--- src/fv_mem_pkg.sv ---
// Memory-side widths, SRAM command struct, load-stream struct and controller states
`default_nettype none

package fv_mem_pkg;

    // ~~~~~~~~~~~~~~~~~~~~~~~~~~~~~~
    // Widths
    // ~~~~~~~~~~~~~~~~~~~~~~~~~~~~~~
    localparam int FV_BW  = 16;            // Bank word, two 8-bit features
    localparam int ADDR_W = 10;            // Bank address

    // ~~~~~~~~~~~~~~~~~~~~~~~~~~~~~~
    // SRAM port and load stream
    // ~~~~~~~~~~~~~~~~~~~~~~~~~~~~~~
    typedef struct packed {
        logic              cen;            // Chip enable, low active
        logic              wen;            // Write enable, low active
        logic [ADDR_W-1:0] a;
        logic [FV_BW-1:0]  d;
    } sram_cmd_t;

    typedef struct packed {
        logic              sos;            // First word of a load
        logic              eos;            // Last word of a load
        logic [ADDR_W-1:0] a;
        logic [FV_BW-1:0]  fv_data;
    } fv_load_t;

    // ~~~~~~~~~~~~~~~~~~~~~~~~~~~~~~
    // Bank controller states
    // ~~~~~~~~~~~~~~~~~~~~~~~~~~~~~~
    typedef enum logic [1:0] {
        st_idle   = 2'd0,
        st_stream = 2'd1,                  // Reading and formatting beats
        st_load   = 2'd2                   // Writing a load stream
    } bank_state_t;

endpackage

`default_nettype wire

--- src/fv_pe_pkg.sv ---
// Edge-PE side widths, read-request struct and PE beat struct
`default_nettype none

package fv_pe_pkg;

    import fv_mem_pkg::*;

    // ~~~~~~~~~~~~~~~~~~~~~~~~~~~~~~
    // Widths
    // ~~~~~~~~~~~~~~~~~~~~~~~~~~~~~~
    localparam int TAG_W = 2;              // Four edge PEs
    localparam int NUM_W = 6;              // Feature count, 1 to 63

    // ~~~~~~~~~~~~~~~~~~~~~~~~~~~~~~
    // Request and beat formats
    // ~~~~~~~~~~~~~~~~~~~~~~~~~~~~~~
    typedef struct packed {
        logic [ADDR_W-1:0] addr;           // First bank word of the vector
        logic [NUM_W-1:0]  num_fv;         // Number of 8-bit features
        logic [TAG_W-1:0]  pe_tag;
    } rd_req_t;

    typedef struct packed {
        logic              valid;
        logic              sos;
        logic              eos;
        logic [TAG_W-1:0]  pe_tag;
        logic [FV_BW-1:0]  fv_data;        // Low byte is the earlier feature
    } pe_beat_t;

endpackage

`default_nettype wire

--- src/fv_req_port.sv ---
// Four-phase req/ack front end holding one pending read request
`timescale 1ns/100ps
`default_nettype none

module fv_req_port
    import fv_pe_pkg::*;
(
    input  logic    clk,
    input  logic    reset,
    input  logic    req,
    input  rd_req_t rd_req,
    input  logic    done,
    output logic    ack,
    output logic    pend_valid,
    output rd_req_t pend_req
);

    typedef enum logic [1:0] {
        rp_wait = 2'd0,                    // No request outstanding
        rp_pend = 2'd1,                    // Request handed to controller
        rp_ack  = 2'd2                     // Holding ack until req drops
    } port_state_t;

    port_state_t state;
    port_state_t state_nx;

    // ~~~~~~~~~~~~~~~~~~~~~~~~~~~~~~
    // Handshake FSM
    // ~~~~~~~~~~~~~~~~~~~~~~~~~~~~~~
    always_comb begin
        state_nx = state;
        case (state)
            rp_wait: if (req) state_nx = rp_pend;
            rp_pend: if (done) state_nx = rp_ack;
            rp_ack:  if (!req) state_nx = rp_wait;
            default: state_nx = rp_wait;
        endcase
    end

    always_ff @(posedge clk) begin
        if (reset) begin
            state <= rp_wait;
        end else begin
            state <= state_nx;
        end
    end

    // Capture once so the requester may move on after ack
    always_ff @(posedge clk) begin
        if (state == rp_wait && req) begin
            pend_req <= rd_req;
        end
    end

    assign pend_valid = (state == rp_pend);
    assign ack        = (state == rp_ack);

endmodule

`default_nettype wire

--- config.mk ---
export PLATFORM = sky130hd
export DESIGN_NAME = fv_req_port
export DESIGN_NICKNAME = d
export VERILOG_FILES = /design/src/fv_mem_pkg.sv /design/src/fv_pe_pkg.sv /design/src/fv_req_port.sv
export SDC_FILE = /design/constraint.sdc
export NUM_CORES = 1
export LEC_CHECK = 0
export BUFFER_PORTS_ARGS = -buffer_cell sky130_fd_sc_hd__buf_4
export CAP_MARGIN = 5
export CORE_MARGIN = 1.5
export CORE_UTILIZATION = 42
export CTS_BUF_LIST = sky130_fd_sc_hd__clkbuf_8
export DETAILED_ROUTE_END_ITERATION = 12
export HOLD_SLACK_MARGIN = 0.1
export PLACE_DENSITY_LB_ADDON = 0.05
export RECOVER_POWER = 25
export SYNTH_ARGS = -nofsm -noshare
export SYNTH_HDL_FRONTEND = slang
export SYNTH_SLANG_ARGS = --single-unit
--- constraint.sdc ---
create_clock -name clk -period 2.3 [get_ports clk]
set_clock_uncertainty 0.2 [all_clocks]
set_input_delay 0.23 -clock clk [delete_from_list [all_inputs] [get_ports clk]]
set_output_delay 0.23 -clock clk [all_outputs]
set_load 0.1 [all_outputs]
* Word level (Yosys, flattened, before mapping)
Cells that the tools add are included.
** Cells by class
- Equality and inequality tests :: 5
- Muxes and demuxes :: 4
- Reductions and logical operators :: 3
** Operators with widths (number)
- $mux 2 :: 3
- $ne 2x2->1 const B :: 3
- $pmux 2 s3 :: 1
- $reduce_and 3->1 :: 1
- $eq 2x1->1 const B :: 1
- $eq 2x2->1 const B :: 1
- $logic_not 2->1 :: 1
- $logic_and 1x1->1 :: 1
** Word-level totals
- Bits in registers :: 20
- Output and inout bits :: 20
- Logic and storage cells :: 16

* Logic depth before layout (Yosys ltp)
- Word-level depth :: 3
- Mapped depth :: 2

* Least setup slack after synthesis
No wires, ideal clock.
- Kind :: register to output
- Start point :: register state[0]
- End point :: output pend_valid
- Arrival time :: 1726 ps
- Data required time :: 1870 ps
- Slack :: 144 ps
- Stages on the path, launching flop included :: 2
- Path buffers :: 0
- Cell sequence :: dfxtp_1 -> nor2b_1
** Between the ends
- Cells in the longest elaborated chain, start to end :: 1
** Ends and longest elaborated chain
- from (decl) :: line fv_req_port.sv:24 : port_state_t state;
- from (signal assigned) :: line fv_req_port.sv:42 : state <= rp_wait;
- from (signal assigned) :: line fv_req_port.sv:44 : state <= state_nx;
- $eq 2x1->1 :: line fv_req_port.sv:55 : assign pend_valid = (state == rp_pend);
- to (decl) :: line fv_req_port.sv:14 : output logic pend_valid,
No other way between the ends.

* Final worst setup path
- Start point :: input done
- End point :: register state[0]
** Between the ends
- Cells in the longest elaborated chain, start to end :: 2
** Ends and longest elaborated chain
- from (decl) :: line fv_req_port.sv:12 : input logic done,
- $ne 2x2->1 (no source line)
- $reduce_and 3->1 (no source line)
No other way between the ends.
A chain may end at the register's enable or synchronous reset.

==> impl_metrics.py <==
metrics = {
    "placed_design": {
        "port_buffers": 41,
        "gp_congestion": 0.713,
        "postPlaceCellArea_sq_um": 995,
    },
    "clocking": {
        "clock-sinks": 20,
        "cts_made_buffers": 3,
        "htree_levels": 1,
        "clk_path_buf_depth": 2,
        "cts_hold_buf": 22,
        "post_cts_buffers": 0,
        "clkLatencyLatePin_ns": 0.26,
        "cts.repair.resized": 0,
        "clkSlewWorstSetupHoldPaths_ns": 0.07,
        "cts-root-buf": "clkbuf_8",
        "cts_tree": "built",
    },
    "synth": {
        "synth_cell_types": 10,
        "synth_fa_ha_area_share_pct": 0,
        "yosys_warnings": 0,
        "synthMuxAreaShare_pct": 0,
        "synth_compound_area_share_pct": 2.69,
        "synth_top_family_by_area": "simple AND/OR/NAND/NOR gates",
        "synthXorXnorAreaFrac_pct": 0,
        "synthSimpleGateAreaFrac_pct": 8.25,
        "ys_seq_area_share_pct": 89.1,
        "netlist_area_sq_um": 652,
        "ys_ff_latch": 20,
        "syn_avg_cell_area_sq_um": 22.5,
        "synth_cells": 29,
        "syn_nets": 51,
    },
    "grt": {
        "grt_use_total_pct": 23.3,
        "grt_overflow_total": 0,
        "grt_pass1_wl_mm": 2.77,
        "antenna_found_initial": 0,
        "grt_pass1_vias": 569,
        "grt_max_degree": 12,
    },
    "worst_hold_path": {
        "hold-path-cell-count": 4,
        "hold-path-endpoint": "pend_req[2]$_DFFE_PP_",
        "hold_path.class": "primary input to flip-flop",
        "hp-start": "req",
    },
    "finish": {
        "layout-drive-gt1-share_pct": 50.0,
        "final_cell_area_sq_um": 1260,
        "area_growth_pct": 93.3,
        "antennaDiodeCount": 0,
        "final_nets": 121,
    },
    "setup_path": {
        "crit_chain": "dlygate4sd3_1, buf_4, nand2b_1, a211oi_2, dlygate4sd3_1",
        "required_ns": 2.30,
        "setup.worst_path.class": "primary input to flip-flop",
        "worstPathArrival_ns": 1.80,
        "worstSetupEndpointType": "flip-flop",
        "r2r_slack_ns": 0.76,
        "cp_max_fo": 2,
        "reg2reg_to": "state[1]$_SDFFE_PP0P_",
        "crit_slowest_cell": "dlygate4sd3_1",
        "crit_top_cell": "dlygate4sd3_1",
        "r2r-start": "state[1]$_SDFFE_PP0P_",
        "worstRegToRegCells": 3,
        "start_kind": "primary input",
        "slowest_delay_ns": 0.56,
    },
    "route": {
        "drt_iter0_markers": 5,
        "vias": 532,
        "ant_nets": 0,
        "wl_per_cell_microns": 16.3,
        "drt_wl_total_mm": 1.86,
        "dr.pass1.iters": 4,
        "vias_per_cell": 4.67,
        "drc": 0,
    },
    "timing": {
        "finalSetupTns_ns": 0,
        "setup_viol": 0,
        "relSlewSlack_pct": 81.2,
        "finalHoldViolations": 0,
        "rsz0062_at_grt": "no",
        "tightest_slew_ns": 0.284,
        "period_needed_ns": 1.80,
        "finalMaxSlewViolations": 0,
        "fmax_ghz": 0.557,
        "finalCritPeriodShare_pct": 78.1,
    },
    "floorplan": {
        "start_util_pct": 44.3,
        "rows": 14,
        "dieArea_sq_um": 1800,
        "die_h_microns": 42.4,
        "die_w_microns": 42.4,
        "core_sq_um": 1470,
        "pin_count": 42,
    },
    "power": {
        "power.density_nw_per_um2": 758,
        "ir_drop_uv": 609,
        "p_leak_uw": 0.000538,
    },
    "outcome": {
        "outcome": "completed",
    },
    "run": {
        "cap_violations": 0,
    },
}
-- synthesized netlist by cell type (all sizes together) --
| master | count | share of area (%) |
|---|---|---|
| edfxtp | 18 | 83 |
| nor2b | 1 | 0.96 |
| nand2b | 2 | 3.1 |
| a21oi | 1 | 0.77 |
| a211oi | 1 | 1.9 |
| nor2 | 1 | 0.58 |
| nand3b | 2 | 2.3 |
| and2b | 1 | 1.3 |
| dfxtp | 2 | 6.1 |
-- through the flow --
| step | setup WS, ns | hold slack [ns] | power [uW] | utilization [%] | std cells |
|---|---|---|---|---|---|
| floorplan | 0.144 | 0.0946 | 627 | - | 29 |
| global placement | 1.00 | 0.205 | 696 | 67.6 | 88 |
| detailed placement | 0.984 | 0.203 | 699 | 67.6 | 88 |
| CTS | 0.499 | 0.341 | 945 | 85.6 | 114 |
| global route | 0.483 | 0.359 | 978 | 85.6 | 114 |
| finish | 0.504 | 0.350 | 955 | 85.6 | 114 |
-- cells by family after synthesis --
kind of cell     count (synthesis)
AND/OR/NAND/NOR                  7
flip-flops                      20
AO/OA/AOI/OAI                    2
-- worst max path at each step --
stage          slack (ns)             startpoint               endpoint
3_5_place_dp         0.98  state[0]$_SDFFE_PP0P_  pend_req[5]$_DFFE_PP_
3_3_place_gp         1.00  state[0]$_SDFFE_PP0P_  pend_req[5]$_DFFE_PP_
6_report             0.50                   done  state[0]$_SDFFE_PP0P_
5_1_grt              0.48                   done  state[0]$_SDFFE_PP0P_
2_1_floorplan        0.14  state[0]$_SDFFE_PP0P_             pend_valid
4_1_cts              0.50                   done  state[0]$_SDFFE_PP0P_
-- layout make-up --
cell class                 count  area (sq um)
timing repair buffer          65           543
tap                           16          20.0
multi-input combinational      9          71.3
clock inverter                 1          3.75
sequential                    20           581
clock buffer                   3          41.3
fill                          71           211
-- metal layers --
metal  global-route usage, %  vias to the layer above  share of wire, %
met5                       0                        -                 0
met4                    11.9                        0               2.5
met3                    6.03                        4               6.8
met2                    45.2                       33                57
met1                    21.6                      247                34
li1                        -                      248                 -
-- report_power, final --
| group | leakage [uW] | internal [uW] | total (uW) | switching (uW) |
|---|---|---|---|---|
| sequential | 0.000189 | 425 | 436 | 10.5 |
| combinational | 0.000326 | 84.1 | 288 | 204 |
| clock | 0.0000231 | 119 | 230 | 111 |
-- cell usage in the layout, fill, tap and decap left out, drive strengths merged --
cell,instances
dfxtp,2
nand2b,2
nor2b,1
nand3b,2
dlygate4sd3,22
edfxtp,18
nor2,1
and2b,1
clkinv,1
clkbuf,17
a21oi,1
a211oi,1
buf,29
-- critical path: cells and delay by family --
| kind | cells | cell delay [ns] |
|---|---|---|
| AO/OA/AOI/OAI | 1 | 0.20 |
| buffers and inverters | 3 | 1.23 |
| AND/OR/NAND/NOR | 1 | 0.14 |
-- state kept, by name, summed over array words and instances (netlist names) --
| register | flops |
|---|---|
| state | 2 |
| pend_req | 18 |
Note: power is estimated with default switching activity, not from simulation.
