**config.mk**
```make
export PLATFORM = sky130hd
export DESIGN_NAME = fv_bank_ctrl
export DESIGN_NICKNAME = d
export VERILOG_FILES = /design/src/fv_mem_pkg.sv /design/src/fv_pe_pkg.sv /design/src/fv_bank_ctrl.sv
export SDC_FILE = /design/constraint.sdc
export NUM_CORES = 1
export LEC_CHECK = 0
export ABC_CLOCK_PERIOD_IN_PS = 4700
export CAP_MARGIN = 25
export CORE_MARGIN = 10
export CORE_UTILIZATION = 56
export DETAILED_ROUTE_END_ITERATION = 7
export DONT_BUFFER_PORTS = 1
export PLACE_DENSITY_LB_ADDON = 0.3
export SETUP_SLACK_MARGIN = 0.2
export SLEW_MARGIN = 10
export SYNTH_ARGS = -nofsm -noshare
export SYNTH_HDL_FRONTEND = slang
export SYNTH_SLANG_ARGS = --single-unit
```
**constraint.sdc**
```tcl
create_clock -name clk -period 4.7 [get_ports clk]
set_input_delay 0.47 -clock clk [delete_from_list [all_inputs] [get_ports clk]]
set_output_delay 0.47 -clock clk [all_outputs]
set_load 0.005 [all_outputs]
```
**src/fv_mem_pkg.sv**
```systemverilog
// Memory-side widths, SRAM command struct, load-stream struct and controller states
`default_nettype none

package fv_mem_pkg;

    // ~~~~~~~~~~~~~~~~~~~~~~~~~~~~~~
    // Widths
    // ~~~~~~~~~~~~~~~~~~~~~~~~~~~~~~
    localparam int FV_BW  = 16;            // Bank word, two 8-bit features
    localparam int ADDR_W = 10;            // Bank address

    // ~~~~~~~~~~~~~~~~~~~~~~~~~~~~~~
    // SRAM port and load stream
    // ~~~~~~~~~~~~~~~~~~~~~~~~~~~~~~
    typedef struct packed {
        logic              cen;            // Chip enable, low active
        logic              wen;            // Write enable, low active
        logic [ADDR_W-1:0] a;
        logic [FV_BW-1:0]  d;
    } sram_cmd_t;

    typedef struct packed {
        logic              sos;            // First word of a load
        logic              eos;            // Last word of a load
        logic [ADDR_W-1:0] a;
        logic [FV_BW-1:0]  fv_data;
    } fv_load_t;

    // ~~~~~~~~~~~~~~~~~~~~~~~~~~~~~~
    // Bank controller states
    // ~~~~~~~~~~~~~~~~~~~~~~~~~~~~~~
    typedef enum logic [1:0] {
        st_idle   = 2'd0,
        st_stream = 2'd1,                  // Reading and formatting beats
        st_load   = 2'd2                   // Writing a load stream
    } bank_state_t;

endpackage

`default_nettype wire

```
**src/fv_pe_pkg.sv**
```systemverilog
// Edge-PE side widths, read-request struct and PE beat struct
`default_nettype none

package fv_pe_pkg;

    import fv_mem_pkg::*;

    // ~~~~~~~~~~~~~~~~~~~~~~~~~~~~~~
    // Widths
    // ~~~~~~~~~~~~~~~~~~~~~~~~~~~~~~
    localparam int TAG_W = 2;              // Four edge PEs
    localparam int NUM_W = 6;              // Feature count, 1 to 63

    // ~~~~~~~~~~~~~~~~~~~~~~~~~~~~~~
    // Request and beat formats
    // ~~~~~~~~~~~~~~~~~~~~~~~~~~~~~~
    typedef struct packed {
        logic [ADDR_W-1:0] addr;           // First bank word of the vector
        logic [NUM_W-1:0]  num_fv;         // Number of 8-bit features
        logic [TAG_W-1:0]  pe_tag;
    } rd_req_t;

    typedef struct packed {
        logic              valid;
        logic              sos;
        logic              eos;
        logic [TAG_W-1:0]  pe_tag;
        logic [FV_BW-1:0]  fv_data;        // Low byte is the earlier feature
    } pe_beat_t;

endpackage

`default_nettype wire

```
**src/fv_bank_ctrl.sv**
```systemverilog
// Bank controller FSM for loads, SRAM reads and edge-PE beat formatting
`timescale 1ns/100ps
`default_nettype none

module fv_bank_ctrl
    import fv_mem_pkg::*, fv_pe_pkg::*;
(
    input  logic             clk,
    input  logic             reset,
    input  fv_load_t         load_in,
    input  logic             pend_valid,
    input  rd_req_t          pend_req,
    input  logic [FV_BW-1:0] q,
    output sram_cmd_t        sram_cmd,
    output pe_beat_t         beat_out,
    output logic             done,
    output logic             busy
);

    localparam int HALF_BW = FV_BW / 2;

    // Flags that follow each read through the SRAM latency
    typedef struct packed {
        logic valid;
        logic first;
        logic last;
    } iss_flags_t;

    bank_state_t state;
    bank_state_t state_nx;
    sram_cmd_t   cmd_nx;
    iss_flags_t  iss_nx;
    iss_flags_t  iss_s1;                   // Aligned with sram_cmd
    iss_flags_t  iss_s2;                   // Aligned with q
    pe_beat_t    beat_nx;

    logic [NUM_W-1:0] rd_left;             // Reads still to issue
    logic [NUM_W-1:0] rd_left_nx;
    logic [NUM_W:0]   num_p1;
    logic [NUM_W-1:0] req_beats;
    logic [TAG_W-1:0] tag_q;
    logic             odd_q;
    logic             start_rd;

    // ceil(N/2) beats per request
    assign num_p1    = {1'b0, pend_req.num_fv} + 1'b1;
    assign req_beats = num_p1[NUM_W:1];

    // Load has priority over a pending read
    assign start_rd = (state == st_idle) && !load_in.sos && pend_valid;

    // ~~~~~~~~~~~~~~~~~~~~~~~~~~~~~~
    // Next state and SRAM command
    // ~~~~~~~~~~~~~~~~~~~~~~~~~~~~~~
    always_comb begin
        state_nx   = state;
        cmd_nx     = sram_cmd;
        cmd_nx.cen = 1'b1;
        cmd_nx.wen = 1'b1;
        iss_nx     = '0;
        rd_left_nx = rd_left;
        case (state)
            st_idle: begin
                if (load_in.sos) begin
                    cmd_nx.cen = 1'b0;
                    cmd_nx.wen = 1'b0;
                    cmd_nx.a   = load_in.a;
                    cmd_nx.d   = load_in.fv_data;
                    state_nx   = load_in.eos ? st_idle : st_load; // One-word load
                end else if (pend_valid) begin
                    cmd_nx.cen   = 1'b0;
                    cmd_nx.a     = pend_req.addr;
                    iss_nx.valid = 1'b1;
                    iss_nx.first = 1'b1;
                    iss_nx.last  = (req_beats == NUM_W'(1));
                    rd_left_nx   = req_beats - 1'b1;
                    state_nx     = st_stream;
                end
            end
            st_load: begin
                cmd_nx.cen = 1'b0;
                cmd_nx.wen = 1'b0;
                cmd_nx.a   = load_in.a;
                cmd_nx.d   = load_in.fv_data;
                if (load_in.eos) begin
                    state_nx = st_idle;
                end
            end
            st_stream: begin
                if (rd_left != '0) begin
                    cmd_nx.cen   = 1'b0;
                    cmd_nx.a     = sram_cmd.a + 1'b1; // Next word
                    iss_nx.valid = 1'b1;
                    iss_nx.last  = (rd_left == NUM_W'(1));
                    rd_left_nx   = rd_left - 1'b1;
                end
                // Hold until the eos beat has left
                if (done) begin
                    state_nx = st_idle;
                end
            end
            default: state_nx = st_idle;
        endcase
    end

    // ~~~~~~~~~~~~~~~~~~~~~~~~~~~~~~
    // Beat formatting
    // ~~~~~~~~~~~~~~~~~~~~~~~~~~~~~~
    always_comb begin
        beat_nx = '0;
        if (iss_s2.valid) begin
            beat_nx.valid  = 1'b1;
            beat_nx.sos    = iss_s2.first;
            beat_nx.eos    = iss_s2.last;
            beat_nx.pe_tag = tag_q;
            if (iss_s2.last && odd_q) begin
                beat_nx.fv_data = {{HALF_BW{1'b0}}, q[HALF_BW-1:0]}; // Odd N pad
            end else begin
                beat_nx.fv_data = q;
            end
        end
    end

    // ~~~~~~~~~~~~~~~~~~~~~~~~~~~~~~
    // Registers
    // ~~~~~~~~~~~~~~~~~~~~~~~~~~~~~~
    always_ff @(posedge clk) begin
        if (reset) begin
            state    <= st_idle;
            sram_cmd <= '{cen: 1'b1, wen: 1'b1, default: '0};
            iss_s1   <= '0;
            iss_s2   <= '0;
            rd_left  <= '0;
            beat_out <= '0;
            done     <= 1'b0;
        end else begin
            state    <= state_nx;
            sram_cmd <= cmd_nx;
            iss_s1   <= iss_nx;
            iss_s2   <= iss_s1;
            rd_left  <= rd_left_nx;
            beat_out <= beat_nx;
            done     <= beat_out.valid && beat_out.eos;
        end
    end

    // Request fields kept for the whole stream
    always_ff @(posedge clk) begin
        if (start_rd) begin
            tag_q <= pend_req.pe_tag;
            odd_q <= pend_req.num_fv[0];
        end
    end

    assign busy = (state != st_idle) || iss_s1.valid || iss_s2.valid || beat_out.valid;

endmodule

`default_nettype wire

```
=== Yosys cells after proc, flatten, opt, wreduce, memory -nomap -nowiden ===
Index checks and enable logic that the tools add are counted.

* $add $sub $neg: 4
* Eq/ne operators: 11
* Mux-type cells: 30
* Bitwise logic cells: 2
* Reductions and logical operators: 21

{| class="wikitable"
|+ Operators by type and width
! operator !! count
|-
| 16-bit 2-to-1 mux || 2
|-
| 16-bit one-hot mux with 2 select lines || 1
|-
| 10-bit 2-to-1 mux || 3
|-
| 10-bit one-hot mux with 3 select lines || 1
|-
| 21-bit 2-to-1 mux || 1
|-
| 6-bit 2-to-1 mux || 3
|-
| 6-bit by 1-bit == test with 1-bit output (second input constant) || 2
|-
| 2-bit != test (second input constant) || 6
|-
| 6-bit one-hot mux with 2 select lines || 1
|-
| 6-bit by 1-bit subtractor with 6-bit output (second input constant) || 2
|-
| 10-bit by 1-bit adder with 10-bit output (second input constant) || 1
|-
| 2-bit 2-to-1 mux || 5
|-
| 6-bit by 1-bit adder with 7-bit output (second input constant) || 1
|-
| 1-bit 2-to-1 mux || 6
|-
| 3-bit 2-to-1 mux || 2
|-
| 1-bit one-hot mux with 2 select lines || 3
|-
| 2-bit one-hot mux with 3 select lines || 1
|-
| 3-bit AND reduction || 2
|-
| 2-bit nonzero test || 3
|-
| 6-bit nonzero test || 1
|-
| 3-bit OR reduction || 2
|-
| 1-bit logical AND || 4
|-
| 4-bit AND reduction || 1
|-
| 1-bit logical OR || 3
|-
| 10 further kinds || 11
|}

* Flip-flop bits (word level): 67
* Input bits: 65
* Output and inout port bits: 51

=== Depth between registers and ports, before layout ===
* Depth after elaboration: 5
* Gate-level depth with buffers: 9
* Depth with buffers taken out: 8

=== Worst setup path after synthesis ===
No wires, ideal clock.

* Path kind: input -> register
* From: input port pend_req[2] in the netlist's numbering
* To: register rd_left[4]
* Library setup time: 0.128 ns
* Arrival time: 1.704 ns
* Required time: 4.572 ns
* Slack: 2.868 ns
* Stages on the path: 7
* Cells stage by stage: ha_1 -> xnor2_1 -> ha_1 -> a21oi_1 -> a32oi_1 -> xor2_1 -> o22ai_1

* Longest elaborated chain between the ends: 5

{| class="wikitable"
|+ RTL lines
! what !! line !! RTL
|-
| start: declaration || fv_bank_ctrl.sv:12 || <nowiki>input rd_req_t pend_req,</nowiki>
|-
| 6-bit by 1-bit adder with 7-bit output || fv_bank_ctrl.sv:46 || <nowiki>assign num_p1 = {1'b0, pend_req.num_fv} + 1'b1;</nowiki>
|-
| 6-bit by 1-bit subtractor with 6-bit output || fv_bank_ctrl.sv:76 || <nowiki>rd_left_nx = req_beats - 1'b1;</nowiki>
|-
| 6-bit 2-to-1 mux || fv_bank_ctrl.sv:70 || <nowiki>end else if (pend_valid) begin</nowiki>
|-
| 6-bit 2-to-1 mux || fv_bank_ctrl.sv:64 || <nowiki>if (load_in.sos) begin</nowiki>
|-
| 6-bit one-hot mux with 2 select lines || fv_bank_ctrl.sv:62 || <nowiki>case (state)</nowiki>
|-
| end signal: assignment || fv_bank_ctrl.sv:141 || <nowiki>rd_left <= rd_left_nx;</nowiki>
|-
| end: declaration || fv_bank_ctrl.sv:37 || <nowiki>logic [NUM_W-1:0] rd_left;</nowiki>
|}

Every way passes these cells. The select of a mux whose other input is x is not followed.
A chain may end at the register's enable or synchronous reset.

=== Worst setup path after layout ===
* From: register state[1]
* To: register sram_cmd[23] in the netlist's numbering

* Longest elaborated chain between the ends: 3
* Elaborated cells between the ends (all ways): 8
* Those cells by class: eq/ne: 4; mux: 1; reduce/logical: 3

{| class="wikitable"
|+ RTL lines
! what !! line !! RTL
|-
| start: declaration || fv_bank_ctrl.sv:29 || <nowiki>bank_state_t state;</nowiki>
|-
| start signal: assignment || fv_bank_ctrl.sv:129 || <nowiki>state <= st_idle;</nowiki>
|-
| start signal: assignment || fv_bank_ctrl.sv:137 || <nowiki>state <= state_nx;</nowiki>
|-
| 2-bit by 1-bit == test with 1-bit output, or another cell as far along || fv_bank_ctrl.sv:62 ||
|-
| 2-bit != test (no source line), or another cell as far along || -- ||
|-
| 3-bit AND reduction (no source line) || -- ||
|-
| end signal: assignment || fv_bank_ctrl.sv:138 || <nowiki>sram_cmd <= cmd_nx;</nowiki>
|-
| end: declaration || fv_bank_ctrl.sv:14 || <nowiki>output sram_cmd_t sram_cmd,</nowiki>
|}

Several ways; a longest one is shown, not always the timed one.

==> key figures <==
Die
  – Row count: 27
  – # IOs: 116
  – Chip width: 95.0 µm
  – Die area: 0.00903 mm²
  – Core area: 0.00547 mm²
  – Chip height: 95.0 µm
  – Initial Util: 0.576

Critical path
  – Worst path depth: 6
  – CP peak stage delay: around 0.74 ns
  – Critical Path AT: a little under 3 ns
  – Reg2reg start: state[1]
  – Worst reg2reg path endpoint: sram_cmd[23]
  – Worst setup path start: state[1]
  – CP dominant cell by count: a2111oi_2
  – Element type at the critical path end: flop
  – Max FO, Critical Path: 24
  – CP Data Required Time: a little under 5 ns
  – Crit start category: flop
  – Crit path capture: sram_cmd[23]
  – Crit Path Class: reg -> reg
  – Crit path buffers/inverters: 1
  – Worst path cell trace: inv_1 > ha_1 > nor3b_4 > a211o_1 > a2111oi_2 > a2111oi_2
  – Worst path top cell family by delay: compound AO/OA/AOI/OAI gates
  – Slowest library cell on the worst path: ha_1
  – Reg2reg path depth: 6
  – R2R setup slack: 2.03 ns

Clock network
  – CTS sink cnt: 67
  – Clock buffer depth: 2
  – CTS tree: done
  – Clock slew at reported path FFs: roughly 0.07 ns
  – Root Driver: clkbuf_8
  – Setup Buffers After CTS: 0
  – Hold buffers post-CTS: 0
  – CTS Buf Count: 9
  – H-tree levels: 3
  – Worst-Skew Late Latency: 0.33 ns
  – Post-CTS Resized: 0

Hold path
  – HP Class: in -> reg

Layout
  – FILL cells: ~490
  – Post-route cell area: 0.00337 mm²
  – Layout overhead on the synthesized area: 6.87%
  – Final nets: roughly 420
  – Ant diodes: 0
  – Layout cells sized above 1: 0.0876
  – Register Area: between 0.001 and 0.0015 mm²
  – Multi-input gate area: 0.00164 mm²
  – Finished Core Util: 0.615

Synth
  – Most common cell in the netlist: dfxtp_1
  – Mapped Cells: roughly 360
  – Mapped Nets: around 430
  – Post-synth EDFFs: 3
  – Area contributors post-synth: dfxtp_1 41%, nand2_1 6.8%, a21oi_1 5.2%
  – Post-Syn Area: 0.00315 mm²
  – Synth Flop Type: dfxtp_1
  – Yosys Warn Count: 0
  – Number of synthesized register bits: 67
  – Commonest cells in the netlist: 64 x dfxtp_1, 57 x nand2_1, 33 x a21oi_1
  – Syn_area_per_cell: 8.82 µm²
  – Netlist cell types: 51
  – Asr flop ratio synth: 0
  – Cell taking the most area after synthesis: dfxtp_1
  – Top cell type's share of synthesized area: 0.407
  – Sequential cell area fraction in the yosys report: 0.435

STA
  – Slew @ Worst Pin: 0.886 ns
  – Final Hold Viols: 0
  – Fin worst setup slack: 2.03 ns
  – Slew Limit Fails: 0
  – Number of setup violations in the final report: 0
  – Tcrit/Tclk final: 0.567
  – Total Negative Setup Slacks: 0 ns
  – Worst slew margin: 0.409
  – RSZ-0062 raised after global routing: no
  – FMAX: 375 MHz
  – Clock Skew: ~0.0077 ns
  – Final Critical Period: 2.67 ns

Placement
  – HPWL after DPL: 5760 µm
  – GP Congestion: 0.813
  – Placed cell areas: approximately 0.0031 mm²
  – I/O Buffers: 0
  – Pre-CTS WS: between 2 and 2.5 ns

Flow run
  – Max Cap Violations: 0

Route
  – DRC Markers: 0
  – Antenna-violating nets left: 0
  – Wirelength, routed: 7770 µm
  – Via-to-Cell Ratio: 5.88
  – Initial DRC count: 94
  – Routed WL per cell: 18.2 µm
  – Vias: roughly 2500
  – Detailed Routing Iterations Pass 1: 4

Global routing
  – Gr usage total: 0.166
  – Largest net degree at the start of global routing: 48
  – First-pass GRT wire length: about 12000 µm
  – Grt ovf: 0
  – Vias in the first global route: 2367
  – Initial antenna violation count: 0

Power
  – P_leak: 0.00126 µW
  – Pwr dens: ~400 mW/mm²
  – Overall power: 1360 µW
  – Worst IR drop on VDD: approximately 0.00022 V

Outcome
  – Outcome: finished clean
-- worst min-delay path by stage --
stage	startpoint	cells past startpoint	slack, ns	to
floorplan	iss_s2[1]	1	0.41	beat_out[19]
global placement	iss_s2[1]	1	0.41	beat_out[19]
detailed placement	iss_s2[1]	1	0.42	beat_out[19]
CTS	reset	1	0.19	sram_cmd[0]
global route	reset	1	0.19	iss_s2[0]
finish	reset	1	0.20	iss_s2[0]
-- through the flow --
step,hold slack (ns),instances
finish,0.204,426
global route,0.191,426
CTS,0.188,425
detailed placement,0.421,409
global placement,0.413,409
floorplan,0.406,357
-- layout by cell type (no fill, tap or decap), types with 4 or more instances in the layout --
| master | count |
|---|---|
| a211oi_1 | 15 |
| a21oi_1 | 33 |
| a22oi_1 | 6 |
| and2_1 | 23 |
| and3_1 | 4 |
| clkbuf_8 | 10 |
| dfxtp_1 | 64 |
| ha_1 | 10 |
| inv_1 | 10 |
| nand2_1 | 57 |
| nand3_1 | 6 |
| nand4_1 | 4 |
| nor2_1 | 14 |
| nor2b_1 | 13 |
| nor3_1 | 8 |
| o21ai_0 | 4 |
| o21ai_1 | 4 |
| xnor2_1 | 4 |
| xor2_1 | 6 |
-- cell families (layout without fill, tap and decap cells) --
kind of cell             count (synthesis)  after routing  synth area share
AO/OA/AOI/OAI                           90             90             0.199
AND/OR/NAND/NOR                        148            148             0.249
adder cells (fa/ha/maj)                 10             10            0.0397
buffers and inverters                   31             28            0.0453
flip-flops                              67             67             0.435
XOR/XNOR                                10             10            0.0278
multiplexers                             1              1           0.00357
-- where the power goes --
group / switching (µW) / internal [µW] / leakage, µW / total (µW)
sequential: 41.9 / 609 / 0.000551 / 651
combinational: 115 / 84.3 / 0.000603 / 199
clock: 219 / 292 / 0.000111 / 511
total: 376 / 985 / 0.00126 / 1360
-- flip-flops by register name, summed over array words and instances (netlist names) --
| signal | cells |
|---|---|
| odd_q | 1 |
| iss_s1 | 3 |
| tag_q | 2 |
| beat_out | 21 |
| iss_s2 | 3 |
| sram_cmd | 28 |
| rd_left | 6 |
| done | 1 |
| state | 2 |
-- metal layers --
layer | GRT usage | wire length, µm | share of wire | vias to the layer above
met1 | 0.193 | 3200 | 0.41 | 1156
met3 | 0.0658 | 857 | 0.11 | 9
li1 | - | - | - | 1239
met4 | 0.0636 | 80 | 0.010 | 0
met2 | 0.268 | 3630 | 0.47 | 101
met5 | 0 | 0 | 0 | -
-- final cells by class --
class                           count  share of cell area
Sequential cell                    67               0.407
Inverter                           11              0.0123
Multi-Input combinational cell    259               0.486
Timing Repair Buffer                1             0.00223
Tap cell                           72              0.0268
Clock buffer                       11              0.0483
Clock inverter                      5              0.0171
No activity file was read; power rests on OpenSTA's default activity.
